==> config.mk <==
export PLATFORM = sky130hd
export DESIGN_NAME = mchan_ctrl_top
export DESIGN_NICKNAME = d
export VERILOG_FILES = /design/src/hw/mchan_ctrl_pkg.sv /design/src/hw/ctrl_decode.sv /design/src/hw/ctrl_sequencer.sv /design/src/hw/ctrl_response.sv /design/src/hw/mchan_ctrl_top.sv
export SDC_FILE = /design/constraint.sdc
export NUM_CORES = 1
export LEC_CHECK = 0
export BUFFER_PORTS_ARGS = -buffer_cell sky130_fd_sc_hd__buf_2
export CAP_MARGIN = 20
export CORE_ASPECT_RATIO = 1.1
export CORE_MARGIN = 10
export CORE_UTILIZATION = 31
export DETAILED_ROUTE_END_ITERATION = 8
export PLACE_DENSITY_LB_ADDON = 0.12
export SLEW_MARGIN = 10
export SYNTH_ARGS = -nofsm -noshare
export SYNTH_HDL_FRONTEND = slang
export SYNTH_SLANG_ARGS = --single-unit
==> constraint.sdc <==
create_clock -name clk_i -period 2.8 [get_ports clk_i]
set_input_delay 0.7 -clock clk_i [delete_from_list [all_inputs] [get_ports clk_i]]
set_output_delay 0.7 -clock clk_i [all_outputs]
set_load 0.02 [all_outputs]
==> src/hw/mchan_ctrl_pkg.sv <==
// ********************************************************************
// Shared widths, register offsets, command layout and types of the
// DMA programming front end, referenced by package-scoped names
// ********************************************************************

package mchan_ctrl_pkg;

   localparam int unsigned NB_TRANSFERS   = 4;
   localparam int unsigned SID_WIDTH      = (NB_TRANSFERS == 1) ? 1 : $clog2(NB_TRANSFERS);
   localparam int unsigned LEN_WIDTH      = 16;
   localparam int unsigned TCDM_ADD_WIDTH = 12;
   localparam int unsigned EXT_ADD_WIDTH  = 29;
   localparam int unsigned PE_ID_WIDTH    = 1;
   localparam int unsigned OFFSET_WIDTH   = 4;

   localparam logic [OFFSET_WIDTH-1:0] CMD_OFFSET    = 4'h0;
   localparam logic [OFFSET_WIDTH-1:0] STATUS_OFFSET = 4'h4;

   // Command word layout, length in the low bits
   localparam int unsigned OPC_BIT = LEN_WIDTH;
   localparam int unsigned INC_BIT = LEN_WIDTH + 1;
   localparam int unsigned ELE_BIT = LEN_WIDTH + 3;
   localparam int unsigned ILE_BIT = LEN_WIDTH + 4;
   localparam int unsigned BLE_BIT = LEN_WIDTH + 5;

   localparam int unsigned ALLOC_STATUS_LSB = 16;   // Allocation bitmap in status word

   typedef enum logic [0:0] {
      OPC_TX = 1'b0,
      OPC_RX = 1'b1
   } mchan_opc_e;

   typedef enum logic [2:0] {
      OP_NONE,
      OP_SID_RD,
      OP_CMD_WR,
      OP_STATUS_RD,
      OP_CLEAR_WR
   } ctrl_op_e;

   typedef enum logic [3:0] {
      IDLE,
      STATUS_GRANTED,
      CLEAR_GRANTED,
      SID_GRANTED,
      CMD,
      CMD_GRANTED,
      TCDM,
      TCDM_GRANTED,
      EXT,
      EXT_GRANTED,
      BUSY_ARB,
      BUSY_DONE
   } seq_state_e;

   typedef enum logic [1:0] {
      RSP_NONE,
      RSP_ACK,
      RSP_SID,
      RSP_STATUS
   } rsp_kind_e;

   typedef struct packed {
      logic                   req;
      logic                   wen;    // High for write
      logic [31:0]            add;
      logic [31:0]            data;
      logic [PE_ID_WIDTH-1:0] id;
   } targ_req_t;

   typedef struct packed {
      logic                   r_valid;
      logic [31:0]            r_data;
      logic [PE_ID_WIDTH-1:0] r_id;
   } targ_rsp_t;

   typedef struct packed {
      logic [LEN_WIDTH-1:0] len;  // Length minus one
      mchan_opc_e           opc;
      logic                 inc;
      logic                 ele;
      logic                 ile;
      logic                 ble;
      logic [SID_WIDTH-1:0] sid;
   } cmd_t;

endpackage

==> src/hw/ctrl_decode.sv <==
// ********************************************************************
// Decode stage: classifies target requests by offset and direction
// and unpacks the command word, purely combinational
// ********************************************************************

`timescale 1ns/1ps

module ctrl_decode
(
   input  mchan_ctrl_pkg::targ_req_t                 targ_req_i,
   output mchan_ctrl_pkg::ctrl_op_e                  op_o,
   output mchan_ctrl_pkg::cmd_t                      cmd_fields_o,
   output logic [mchan_ctrl_pkg::NB_TRANSFERS-1:0]   clr_mask_o
);

   logic [mchan_ctrl_pkg::OFFSET_WIDTH-1:0] offset;

   assign offset = targ_req_i.add[mchan_ctrl_pkg::OFFSET_WIDTH-1:0];

   // ******************************************************************
   // Request classification
   // ******************************************************************

   always_comb
   begin
      op_o = mchan_ctrl_pkg::OP_NONE;
      if (targ_req_i.req)
      begin
         case (offset)
            mchan_ctrl_pkg::CMD_OFFSET:
            begin
               op_o = targ_req_i.wen ? mchan_ctrl_pkg::OP_CMD_WR
                                     : mchan_ctrl_pkg::OP_SID_RD;
            end
            mchan_ctrl_pkg::STATUS_OFFSET:
            begin
               op_o = targ_req_i.wen ? mchan_ctrl_pkg::OP_CLEAR_WR
                                     : mchan_ctrl_pkg::OP_STATUS_RD;
            end
            default:
            begin
               op_o = mchan_ctrl_pkg::OP_NONE;  // Unmapped offset
            end
         endcase
      end
   end

   // ******************************************************************
   // Command word fields
   // ******************************************************************

   always_comb
   begin
      cmd_fields_o     = '0;
      cmd_fields_o.len = targ_req_i.data[mchan_ctrl_pkg::LEN_WIDTH-1:0]
                         - mchan_ctrl_pkg::LEN_WIDTH'(1);
      cmd_fields_o.opc = mchan_ctrl_pkg::mchan_opc_e'(targ_req_i.data[mchan_ctrl_pkg::OPC_BIT]);
      cmd_fields_o.inc = targ_req_i.data[mchan_ctrl_pkg::INC_BIT];   // Incremental
      cmd_fields_o.ele = targ_req_i.data[mchan_ctrl_pkg::ELE_BIT];   // Event lines
      cmd_fields_o.ile = targ_req_i.data[mchan_ctrl_pkg::ILE_BIT];   // Interrupt lines
      cmd_fields_o.ble = targ_req_i.data[mchan_ctrl_pkg::BLE_BIT];   // Broadcast
   end

   assign clr_mask_o = targ_req_i.data[mchan_ctrl_pkg::NB_TRANSFERS-1:0];

endmodule

==> src/hw/ctrl_sequencer.sv <==
// ********************************************************************
// Execute stage: programming FSM for ID read, command, TCDM and
// external writes, then the arbiter barrier and completion wait
// ********************************************************************

`timescale 1ns/1ps

module ctrl_sequencer
(
   input  logic                                      clk_i,
   input  logic                                      rst_ni,

   input  mchan_ctrl_pkg::ctrl_op_e                  op_i,
   input  logic                                      req_i,
   input  mchan_ctrl_pkg::cmd_t                      cmd_fields_i,
   input  logic [mchan_ctrl_pkg::NB_TRANSFERS-1:0]   clr_mask_i,

   input  logic                                      cmd_gnt_i,
   output logic                                      cmd_req_o,
   input  logic                                      tcdm_gnt_i,
   output logic                                      tcdm_req_o,
   input  logic                                      ext_gnt_i,
   output logic                                      ext_req_o,

   output logic                                      trans_alloc_req_o,
   input  logic                                      trans_alloc_gnt_i,
   input  logic [mchan_ctrl_pkg::SID_WIDTH-1:0]      trans_alloc_ret_i,
   output logic [mchan_ctrl_pkg::NB_TRANSFERS-1:0]   trans_alloc_clr_o,

   input  logic [mchan_ctrl_pkg::NB_TRANSFERS-1:0]   trans_status_i,
   input  logic                                      arb_req_i,
   input  logic                                      arb_gnt_i,
   input  logic [mchan_ctrl_pkg::SID_WIDTH-1:0]      arb_sid_i,

   output logic                                      targ_gnt_o,
   output mchan_ctrl_pkg::rsp_kind_e                 rsp_kind_o,
   output logic [mchan_ctrl_pkg::SID_WIDTH-1:0]      sid_o,
   output mchan_ctrl_pkg::cmd_t                      cmd_o,
   output logic                                      busy_o
);

   mchan_ctrl_pkg::seq_state_e              state_q, state_d;
   logic [mchan_ctrl_pkg::SID_WIDTH-1:0]    sid_q;
   logic                                    barrier_q;
   logic                                    arb_match;
   logic                                    step_cmd, step_tcdm, step_ext;
   logic                                    step_gnt, cmd_wr, push;

   // Which queue the current write step feeds
   assign step_cmd  = state_q inside {mchan_ctrl_pkg::SID_GRANTED, mchan_ctrl_pkg::CMD};
   assign step_tcdm = state_q inside {mchan_ctrl_pkg::CMD_GRANTED, mchan_ctrl_pkg::TCDM};
   assign step_ext  = state_q inside {mchan_ctrl_pkg::TCDM_GRANTED, mchan_ctrl_pkg::EXT};

   assign step_gnt  = (step_cmd & cmd_gnt_i) | (step_tcdm & tcdm_gnt_i) | (step_ext & ext_gnt_i);
   assign cmd_wr    = (op_i == mchan_ctrl_pkg::OP_CMD_WR);
   assign push      = req_i & cmd_wr & step_gnt;

   assign cmd_req_o  = push & step_cmd;
   assign tcdm_req_o = push & step_tcdm;
   assign ext_req_o  = push & step_ext;

   assign arb_match = arb_req_i & arb_gnt_i & (arb_sid_i == sid_q);

   // ******************************************************************
   // Next state and grants
   // ******************************************************************

   always_comb
   begin
      state_d           = state_q;
      targ_gnt_o        = push;
      trans_alloc_req_o = 1'b0;
      trans_alloc_clr_o = '0;
      busy_o            = 1'b1;

      case (state_q)
         mchan_ctrl_pkg::IDLE:
         begin
            busy_o = req_i;
            case (op_i)
               mchan_ctrl_pkg::OP_STATUS_RD:
               begin
                  targ_gnt_o = 1'b1;
                  state_d    = mchan_ctrl_pkg::STATUS_GRANTED;
               end
               mchan_ctrl_pkg::OP_CLEAR_WR:
               begin
                  targ_gnt_o        = 1'b1;
                  trans_alloc_clr_o = clr_mask_i;
                  state_d           = mchan_ctrl_pkg::CLEAR_GRANTED;
               end
               mchan_ctrl_pkg::OP_SID_RD:
               begin
                  trans_alloc_req_o = 1'b1;
                  if (trans_alloc_gnt_i)
                  begin
                     targ_gnt_o = 1'b1;
                     state_d    = mchan_ctrl_pkg::SID_GRANTED;
                  end
               end
               default:
               begin
                  state_d = mchan_ctrl_pkg::IDLE;
               end
            endcase
         end

         mchan_ctrl_pkg::STATUS_GRANTED, mchan_ctrl_pkg::CLEAR_GRANTED:
         begin
            state_d = mchan_ctrl_pkg::IDLE;
         end

         mchan_ctrl_pkg::SID_GRANTED, mchan_ctrl_pkg::CMD,
         mchan_ctrl_pkg::CMD_GRANTED, mchan_ctrl_pkg::TCDM,
         mchan_ctrl_pkg::TCDM_GRANTED, mchan_ctrl_pkg::EXT:
         begin
            if (req_i && !cmd_wr)
               state_d = mchan_ctrl_pkg::IDLE;   // Sequence broken off
            else if (push)
               state_d = step_cmd  ? mchan_ctrl_pkg::CMD_GRANTED :
                         step_tcdm ? mchan_ctrl_pkg::TCDM_GRANTED :
                                     mchan_ctrl_pkg::EXT_GRANTED;
            else
               state_d = step_cmd  ? mchan_ctrl_pkg::CMD :
                         step_tcdm ? mchan_ctrl_pkg::TCDM :
                                     mchan_ctrl_pkg::EXT;
         end

         mchan_ctrl_pkg::EXT_GRANTED:
         begin
            state_d = mchan_ctrl_pkg::BUSY_ARB;
         end

         mchan_ctrl_pkg::BUSY_ARB:
         begin
            if (!barrier_q || arb_match)
               state_d = mchan_ctrl_pkg::BUSY_DONE;
         end

         mchan_ctrl_pkg::BUSY_DONE:
         begin
            if (trans_status_i[sid_q])
               state_d = mchan_ctrl_pkg::IDLE;   // Transfer completed
         end

         default:
         begin
            state_d = mchan_ctrl_pkg::IDLE;
         end
      endcase
   end

   // Response kind follows the granted state
   always_comb
   begin
      case (state_q)
         mchan_ctrl_pkg::STATUS_GRANTED: rsp_kind_o = mchan_ctrl_pkg::RSP_STATUS;
         mchan_ctrl_pkg::SID_GRANTED:    rsp_kind_o = mchan_ctrl_pkg::RSP_SID;
         mchan_ctrl_pkg::CLEAR_GRANTED,
         mchan_ctrl_pkg::CMD_GRANTED,
         mchan_ctrl_pkg::TCDM_GRANTED,
         mchan_ctrl_pkg::EXT_GRANTED:    rsp_kind_o = mchan_ctrl_pkg::RSP_ACK;
         default:                        rsp_kind_o = mchan_ctrl_pkg::RSP_NONE;
      endcase
   end

   // ******************************************************************
   // State, transfer ID and arbiter barrier
   // ******************************************************************

   always_ff @(posedge clk_i, negedge rst_ni)
   begin
      if (!rst_ni)
      begin
         state_q   <= mchan_ctrl_pkg::IDLE;
         sid_q     <= '0;
         barrier_q <= 1'b0;
      end
      else
      begin
         state_q <= state_d;
         if (trans_alloc_req_o && trans_alloc_gnt_i)
            sid_q <= trans_alloc_ret_i;
         if (cmd_req_o)
            barrier_q <= 1'b1;   // Wait until arbitrated
         else if (arb_match)
            barrier_q <= 1'b0;
      end
   end

   always_comb
   begin
      cmd_o     = cmd_fields_i;
      cmd_o.sid = sid_q;
   end

   assign sid_o = sid_q;

   // A queue is never pushed while it refuses entries
   assert property (@(posedge clk_i) disable iff (!rst_ni)
      (cmd_req_o |-> cmd_gnt_i) and (tcdm_req_o |-> tcdm_gnt_i) and (ext_req_o |-> ext_gnt_i));

   // Each target grant serves exactly one kind of request
   assert property (@(posedge clk_i) disable iff (!rst_ni)
      targ_gnt_o |-> $onehot({cmd_req_o, tcdm_req_o, ext_req_o, trans_alloc_req_o,
                              op_i == mchan_ctrl_pkg::OP_STATUS_RD,
                              op_i == mchan_ctrl_pkg::OP_CLEAR_WR}));

endmodule

==> src/hw/ctrl_response.sv <==
// ********************************************************************
// Result stage: builds the target response one cycle after a grant
// and keeps the ID of the requesting PE
// ********************************************************************

`timescale 1ns/1ps

module ctrl_response
(
   input  logic                                      clk_i,
   input  logic                                      rst_ni,
   input  logic                                      gnt_i,
   input  logic [mchan_ctrl_pkg::PE_ID_WIDTH-1:0]    pe_id_i,
   input  mchan_ctrl_pkg::rsp_kind_e                 rsp_kind_i,
   input  logic [mchan_ctrl_pkg::SID_WIDTH-1:0]      sid_i,
   input  logic [mchan_ctrl_pkg::NB_TRANSFERS-1:0]   trans_status_i,
   input  logic [mchan_ctrl_pkg::NB_TRANSFERS-1:0]   trans_alloc_status_i,
   output mchan_ctrl_pkg::targ_rsp_t                 targ_rsp_o
);

   logic [mchan_ctrl_pkg::PE_ID_WIDTH-1:0] pe_id_q;

   always_ff @(posedge clk_i, negedge rst_ni)
   begin
      if (!rst_ni)
         pe_id_q <= '0;
      else if (gnt_i)
         pe_id_q <= pe_id_i;   // Requester of the granted access
   end

   // ******************************************************************
   // Read data mux
   // ******************************************************************

   always_comb
   begin
      targ_rsp_o         = '0;
      targ_rsp_o.r_valid = (rsp_kind_i != mchan_ctrl_pkg::RSP_NONE);
      targ_rsp_o.r_id    = pe_id_q;
      case (rsp_kind_i)
         mchan_ctrl_pkg::RSP_SID:
         begin
            targ_rsp_o.r_data[mchan_ctrl_pkg::SID_WIDTH-1:0] = sid_i;
         end
         mchan_ctrl_pkg::RSP_STATUS:
         begin
            // Both bitmaps sampled in the response cycle
            targ_rsp_o.r_data[mchan_ctrl_pkg::NB_TRANSFERS-1:0] = trans_status_i;
            targ_rsp_o.r_data[mchan_ctrl_pkg::ALLOC_STATUS_LSB +: mchan_ctrl_pkg::NB_TRANSFERS]
               = trans_alloc_status_i;
         end
         default:
         begin
            targ_rsp_o.r_data = '0;   // Ack carries no data
         end
      endcase
   end

   // Every response answers the grant of the previous cycle
   assert property (@(posedge clk_i) disable iff (!rst_ni)
      targ_rsp_o.r_valid |-> (rsp_kind_i != mchan_ctrl_pkg::RSP_NONE) && $past(gnt_i));

endmodule

==> src/hw/mchan_ctrl_top.sv <==
// ********************************************************************
// Programming front end of the cluster DMA: connects the target port
// through decode, sequencer and response stages to the queues
// ********************************************************************

`timescale 1ns/1ps

module mchan_ctrl_top
(
   input  logic                                       clk_i,
   input  logic                                       rst_ni,

   input  mchan_ctrl_pkg::targ_req_t                  targ_req_i,
   output logic                                       targ_gnt_o,
   output mchan_ctrl_pkg::targ_rsp_t                  targ_rsp_o,

   input  logic                                       cmd_gnt_i,
   output logic                                       cmd_req_o,
   output mchan_ctrl_pkg::cmd_t                       cmd_o,

   input  logic                                       tcdm_gnt_i,
   output logic                                       tcdm_req_o,
   output logic [mchan_ctrl_pkg::TCDM_ADD_WIDTH-1:0]  tcdm_add_o,

   input  logic                                       ext_gnt_i,
   output logic                                       ext_req_o,
   output logic [mchan_ctrl_pkg::EXT_ADD_WIDTH-1:0]   ext_add_o,

   output logic                                       trans_alloc_req_o,
   input  logic                                       trans_alloc_gnt_i,
   input  logic [mchan_ctrl_pkg::SID_WIDTH-1:0]       trans_alloc_ret_i,
   output logic [mchan_ctrl_pkg::NB_TRANSFERS-1:0]    trans_alloc_clr_o,
   input  logic [mchan_ctrl_pkg::NB_TRANSFERS-1:0]    trans_alloc_status_i,
   input  logic [mchan_ctrl_pkg::NB_TRANSFERS-1:0]    trans_status_i,

   input  logic                                       arb_req_i,
   input  logic                                       arb_gnt_i,
   input  logic [mchan_ctrl_pkg::SID_WIDTH-1:0]       arb_sid_i,

   output logic                                       busy_o
);

   mchan_ctrl_pkg::ctrl_op_e                 op;
   mchan_ctrl_pkg::cmd_t                     cmd_fields;
   mchan_ctrl_pkg::rsp_kind_e                rsp_kind;
   logic [mchan_ctrl_pkg::NB_TRANSFERS-1:0]  clr_mask;
   logic [mchan_ctrl_pkg::SID_WIDTH-1:0]     sid;

   // Address words go straight to their queues
   assign tcdm_add_o = targ_req_i.data[mchan_ctrl_pkg::TCDM_ADD_WIDTH-1:0];
   assign ext_add_o  = targ_req_i.data[mchan_ctrl_pkg::EXT_ADD_WIDTH-1:0];

   ctrl_decode i_decode (
      .targ_req_i   (targ_req_i),
      .op_o         (op),
      .cmd_fields_o (cmd_fields),
      .clr_mask_o   (clr_mask)
   );

   ctrl_sequencer i_sequencer (
      .clk_i             (clk_i),
      .rst_ni            (rst_ni),
      .op_i              (op),
      .req_i             (targ_req_i.req),
      .cmd_fields_i      (cmd_fields),
      .clr_mask_i        (clr_mask),
      .cmd_gnt_i         (cmd_gnt_i),
      .cmd_req_o         (cmd_req_o),
      .tcdm_gnt_i        (tcdm_gnt_i),
      .tcdm_req_o        (tcdm_req_o),
      .ext_gnt_i         (ext_gnt_i),
      .ext_req_o         (ext_req_o),
      .trans_alloc_req_o (trans_alloc_req_o),
      .trans_alloc_gnt_i (trans_alloc_gnt_i),
      .trans_alloc_ret_i (trans_alloc_ret_i),
      .trans_alloc_clr_o (trans_alloc_clr_o),
      .trans_status_i    (trans_status_i),
      .arb_req_i         (arb_req_i),
      .arb_gnt_i         (arb_gnt_i),
      .arb_sid_i         (arb_sid_i),
      .targ_gnt_o        (targ_gnt_o),
      .rsp_kind_o        (rsp_kind),
      .sid_o             (sid),
      .cmd_o             (cmd_o),
      .busy_o            (busy_o)
   );

   ctrl_response i_response (
      .clk_i                (clk_i),
      .rst_ni               (rst_ni),
      .gnt_i                (targ_gnt_o),
      .pe_id_i              (targ_req_i.id),
      .rsp_kind_i           (rsp_kind),
      .sid_i                (sid),
      .trans_status_i       (trans_status_i),
      .trans_alloc_status_i (trans_alloc_status_i),
      .targ_rsp_o           (targ_rsp_o)
   );

endmodule

==> results.toml <==
[pwr]
p_int_uw = 316
p_seq_frac = 0.245
leakage_nw = 1.18
power_switching_uw = 229
power_frac_comb = 0.486
powerDensity_nw_per_um2 = 244
power.share.clock = 0.270
p_sw_frac = 0.420
ir_drop_mv = 0.268

[flow_run]
maxCapViolCount = 0

[routing]
first_pass_iters = 4
avgViaCountPerCell = 4.26
drtIter0Drc = 25
wirelength_um = 5470
drc_errors = 0
vias = 1627
drtAntennaViolNets = 0
wl_per_cell_um = 14.3

[layout]
final_nets = 397
final_cell_area_um2 = 2240
antenna-diode-count = 0
drive_above_1_share = 0.541
syn_to_final_growth_pct = 32.6
n_fill_cell = 613

[yosys]
yosysWarnings = 0
synth_top_area_cell = "buf_4"
synth-edff-count = 0
yosys.cell_count.top_type = "buf_4"
synth_ff_type = "dfrtp_1"
synth_area_um2 = 1690
synth_cells = 220
synth_top_cells_by_count = "71 x buf_4, 14 x xor2_1, 13 x nand2_1, 11 x nor3_1, 10 x nor2_1"
ys_top_cells_by_area = "buf_4 32%, dfrtp_1 12%, xor2_1 7.3%"
avgSynthCellArea_um2 = 7.67
synth_seq_area_share = 0.119
synthArstFlopShare = 1.00
synth_top_area_frac = 0.316
ys_ff_latch = 8
yosysUniqueCellTypes = 48

[clock_network]
cts_tree = "done"
htree_levels = 1
clock_sinks = 8
clk_pin_slew_ns = 0.05
cts-root-buf = "clkbuf_8"
cts_max_path_buffers = 2
cts_buffers = 3
worstSkewPairLatency_ns = 0.24
postCtsHoldBufs = 0

[floorplanning]
fp.coreArea_um2 = 5330
initial_core_util = 0.317
ios = 195
die_area_um2 = 8790
fp-row-count = 28
die_h_um = 97.4
die_x_um = 90.3

[sta]
timing.final.crit_period_ns = 3.23
fin_ws_ns = -0.433
setup_violations = 5
fin_skew_ns = 0.00549
maxSlewViolCount = 0
max_freq_mhz = 309
finalHoldViolCount = 0
rsz0062_at_grt = "true"
timing.final.crit_share = 1.15

[place]
dp_hpwl_um = 4790
postPlaceCellArea_um2 = 2090
io_buffers = 108
post-place-ws_ns = -0.456
gp_congestion = 0.779

[grt]
grt.overflow.total = 0
track_usage = 0.118
grt_pass1_vias = 1683
grt_pass1_wl_um = 8740
antenna_found_initial = 0
grt_max_degree = 18

[critical_path]
startpoint_type = "input pin"
cp.required_ns = 2.10
critical_path_arrival_ns = 2.53
ff2ff_path_depth = 7
rrSetupSlack_ns = 0.98
endpoint_kind = "output pin"
worstSetupPathType = "in2out"
r2r_end = "i_sequencer.sid_o[1]"
rr_startpoint = "i_sequencer.state_q[2]"
crit_fanout = 3

[outcome]
violations = "setup timing"
outcome = "complete, but fails checks"

[worst_hold_path]
hp-class = "in2async"
-- power by group through the flow --
stage	clock (mW)	sequential [mW]	combinational (mW)
2_1_floorplan	0	0.137	0.233
3_3_place_gp	0	0.135	0.259
3_5_place_dp	0	0.135	0.260
4_1_cts	0.150	0.134	0.266
5_1_grt	0.158	0.135	0.287
6_report	0.147	0.133	0.265
-- cell usage in the layout, fill, tap and decap left out, types with 3 or more instances in the layout --
cell type  synthesis  layout
buf_2              0     102
buf_4             71      31
conb_1             1      24
nand2_1           13      12
xor2_1            14      11
nor3_1            11      10
and2_1             9       9
dfrtp_1            8       8
nor2_1            10       7
nand3_1            6       6
nand2b_1           6       6
o21ai_0            5       5
nor2b_1            6       5
buf_6              0       5
inv_1              4       4
mux2_2             4       4
mux2i_1            3       3
xor2_2             0       3
a31oi_1            3       3
a21oi_1            3       3
o21bai_1           3       3
clkbuf_8           0       3
-- routing by layer --
layer	global-route usage	wire, um	vias to the layer above
met5	0	0	-
met1	0.131	2150	720
met3	0.0464	469	8
li1	-	-	833
met2	0.210	2800	66
met4	0.0208	57	0
-- cells by family (layout without fill, tap and decap cells) --
group           after synthesis  in the layout  synth area share
buf+inv                      81            145             0.338
compound gates               26             26             0.106
other cells                   1             24           0.00222
xor+xnor                     16             16            0.0831
flops                         8              8             0.119
mux                           8              8            0.0579
simple gates                 79             79             0.286
fa+ha+maj                     1              1           0.00742
-- layout make-up --
| cell class | instances | area, um2 | area share |
|---|---|---|---|
| tap | 75 | 93.8 | 0.0420 |
| multi-input combinational | 154 | 1090 | 0.486 |
| inverter | 4 | 15.0 | 0.00672 |
| clock buffer | 3 | 41.3 | 0.0185 |
| timing repair buffer | 138 | 800 | 0.358 |
| sequential | 8 | 200 | 0.0895 |
-- repair_timing --
item,in CTS,in global routing
pin swaps,4,2
endpoints found under the setup margin,10,13
setup buffers,1,1
resized for setup,18,7
-- sequential cells by signal, summed over array words and instances, names as in the netlist --
register               count
i_sequencer.sid_o          2
i_sequencer.barrier_q      1
i_response.pe_id_q         1
i_sequencer.state_q        4
-- through the flow --
stage	TNS [ns]	power (mW)	hold WS, ns	util	std cells
after floorplan	-0.867	0.369	0.404	-	243
after global placement	-2.63	0.394	0.518	0.392	377
after detailed placement	-2.53	0.395	0.510	0.392	377
after CTS	-1.76	0.550	0.310	0.414	381
after global routing	-2.21	0.579	0.309	0.420	382
final	-1.87	0.545	0.304	0.420	382
-- worst max path at each step --
stage                        startpoint        end
after floorplan           targ_req_i[9]  cmd_o[22]
after global placement    targ_req_i[9]  cmd_o[22]
after detailed placement  targ_req_i[9]  cmd_o[22]
after CTS                 targ_req_i[9]  cmd_o[21]
after global routing      targ_req_i[9]  cmd_o[21]
final                     targ_req_i[9]  cmd_o[21]
-- critical path, cell delays in order --
cell and delay, ns:
buf_6 0.09, or4_4 0.52, or3_4 0.35, or3_4 0.38, nor3_2 0.18, xor2_2 0.14, buf_2 0.17
Power figures use the tool's default switching activity.
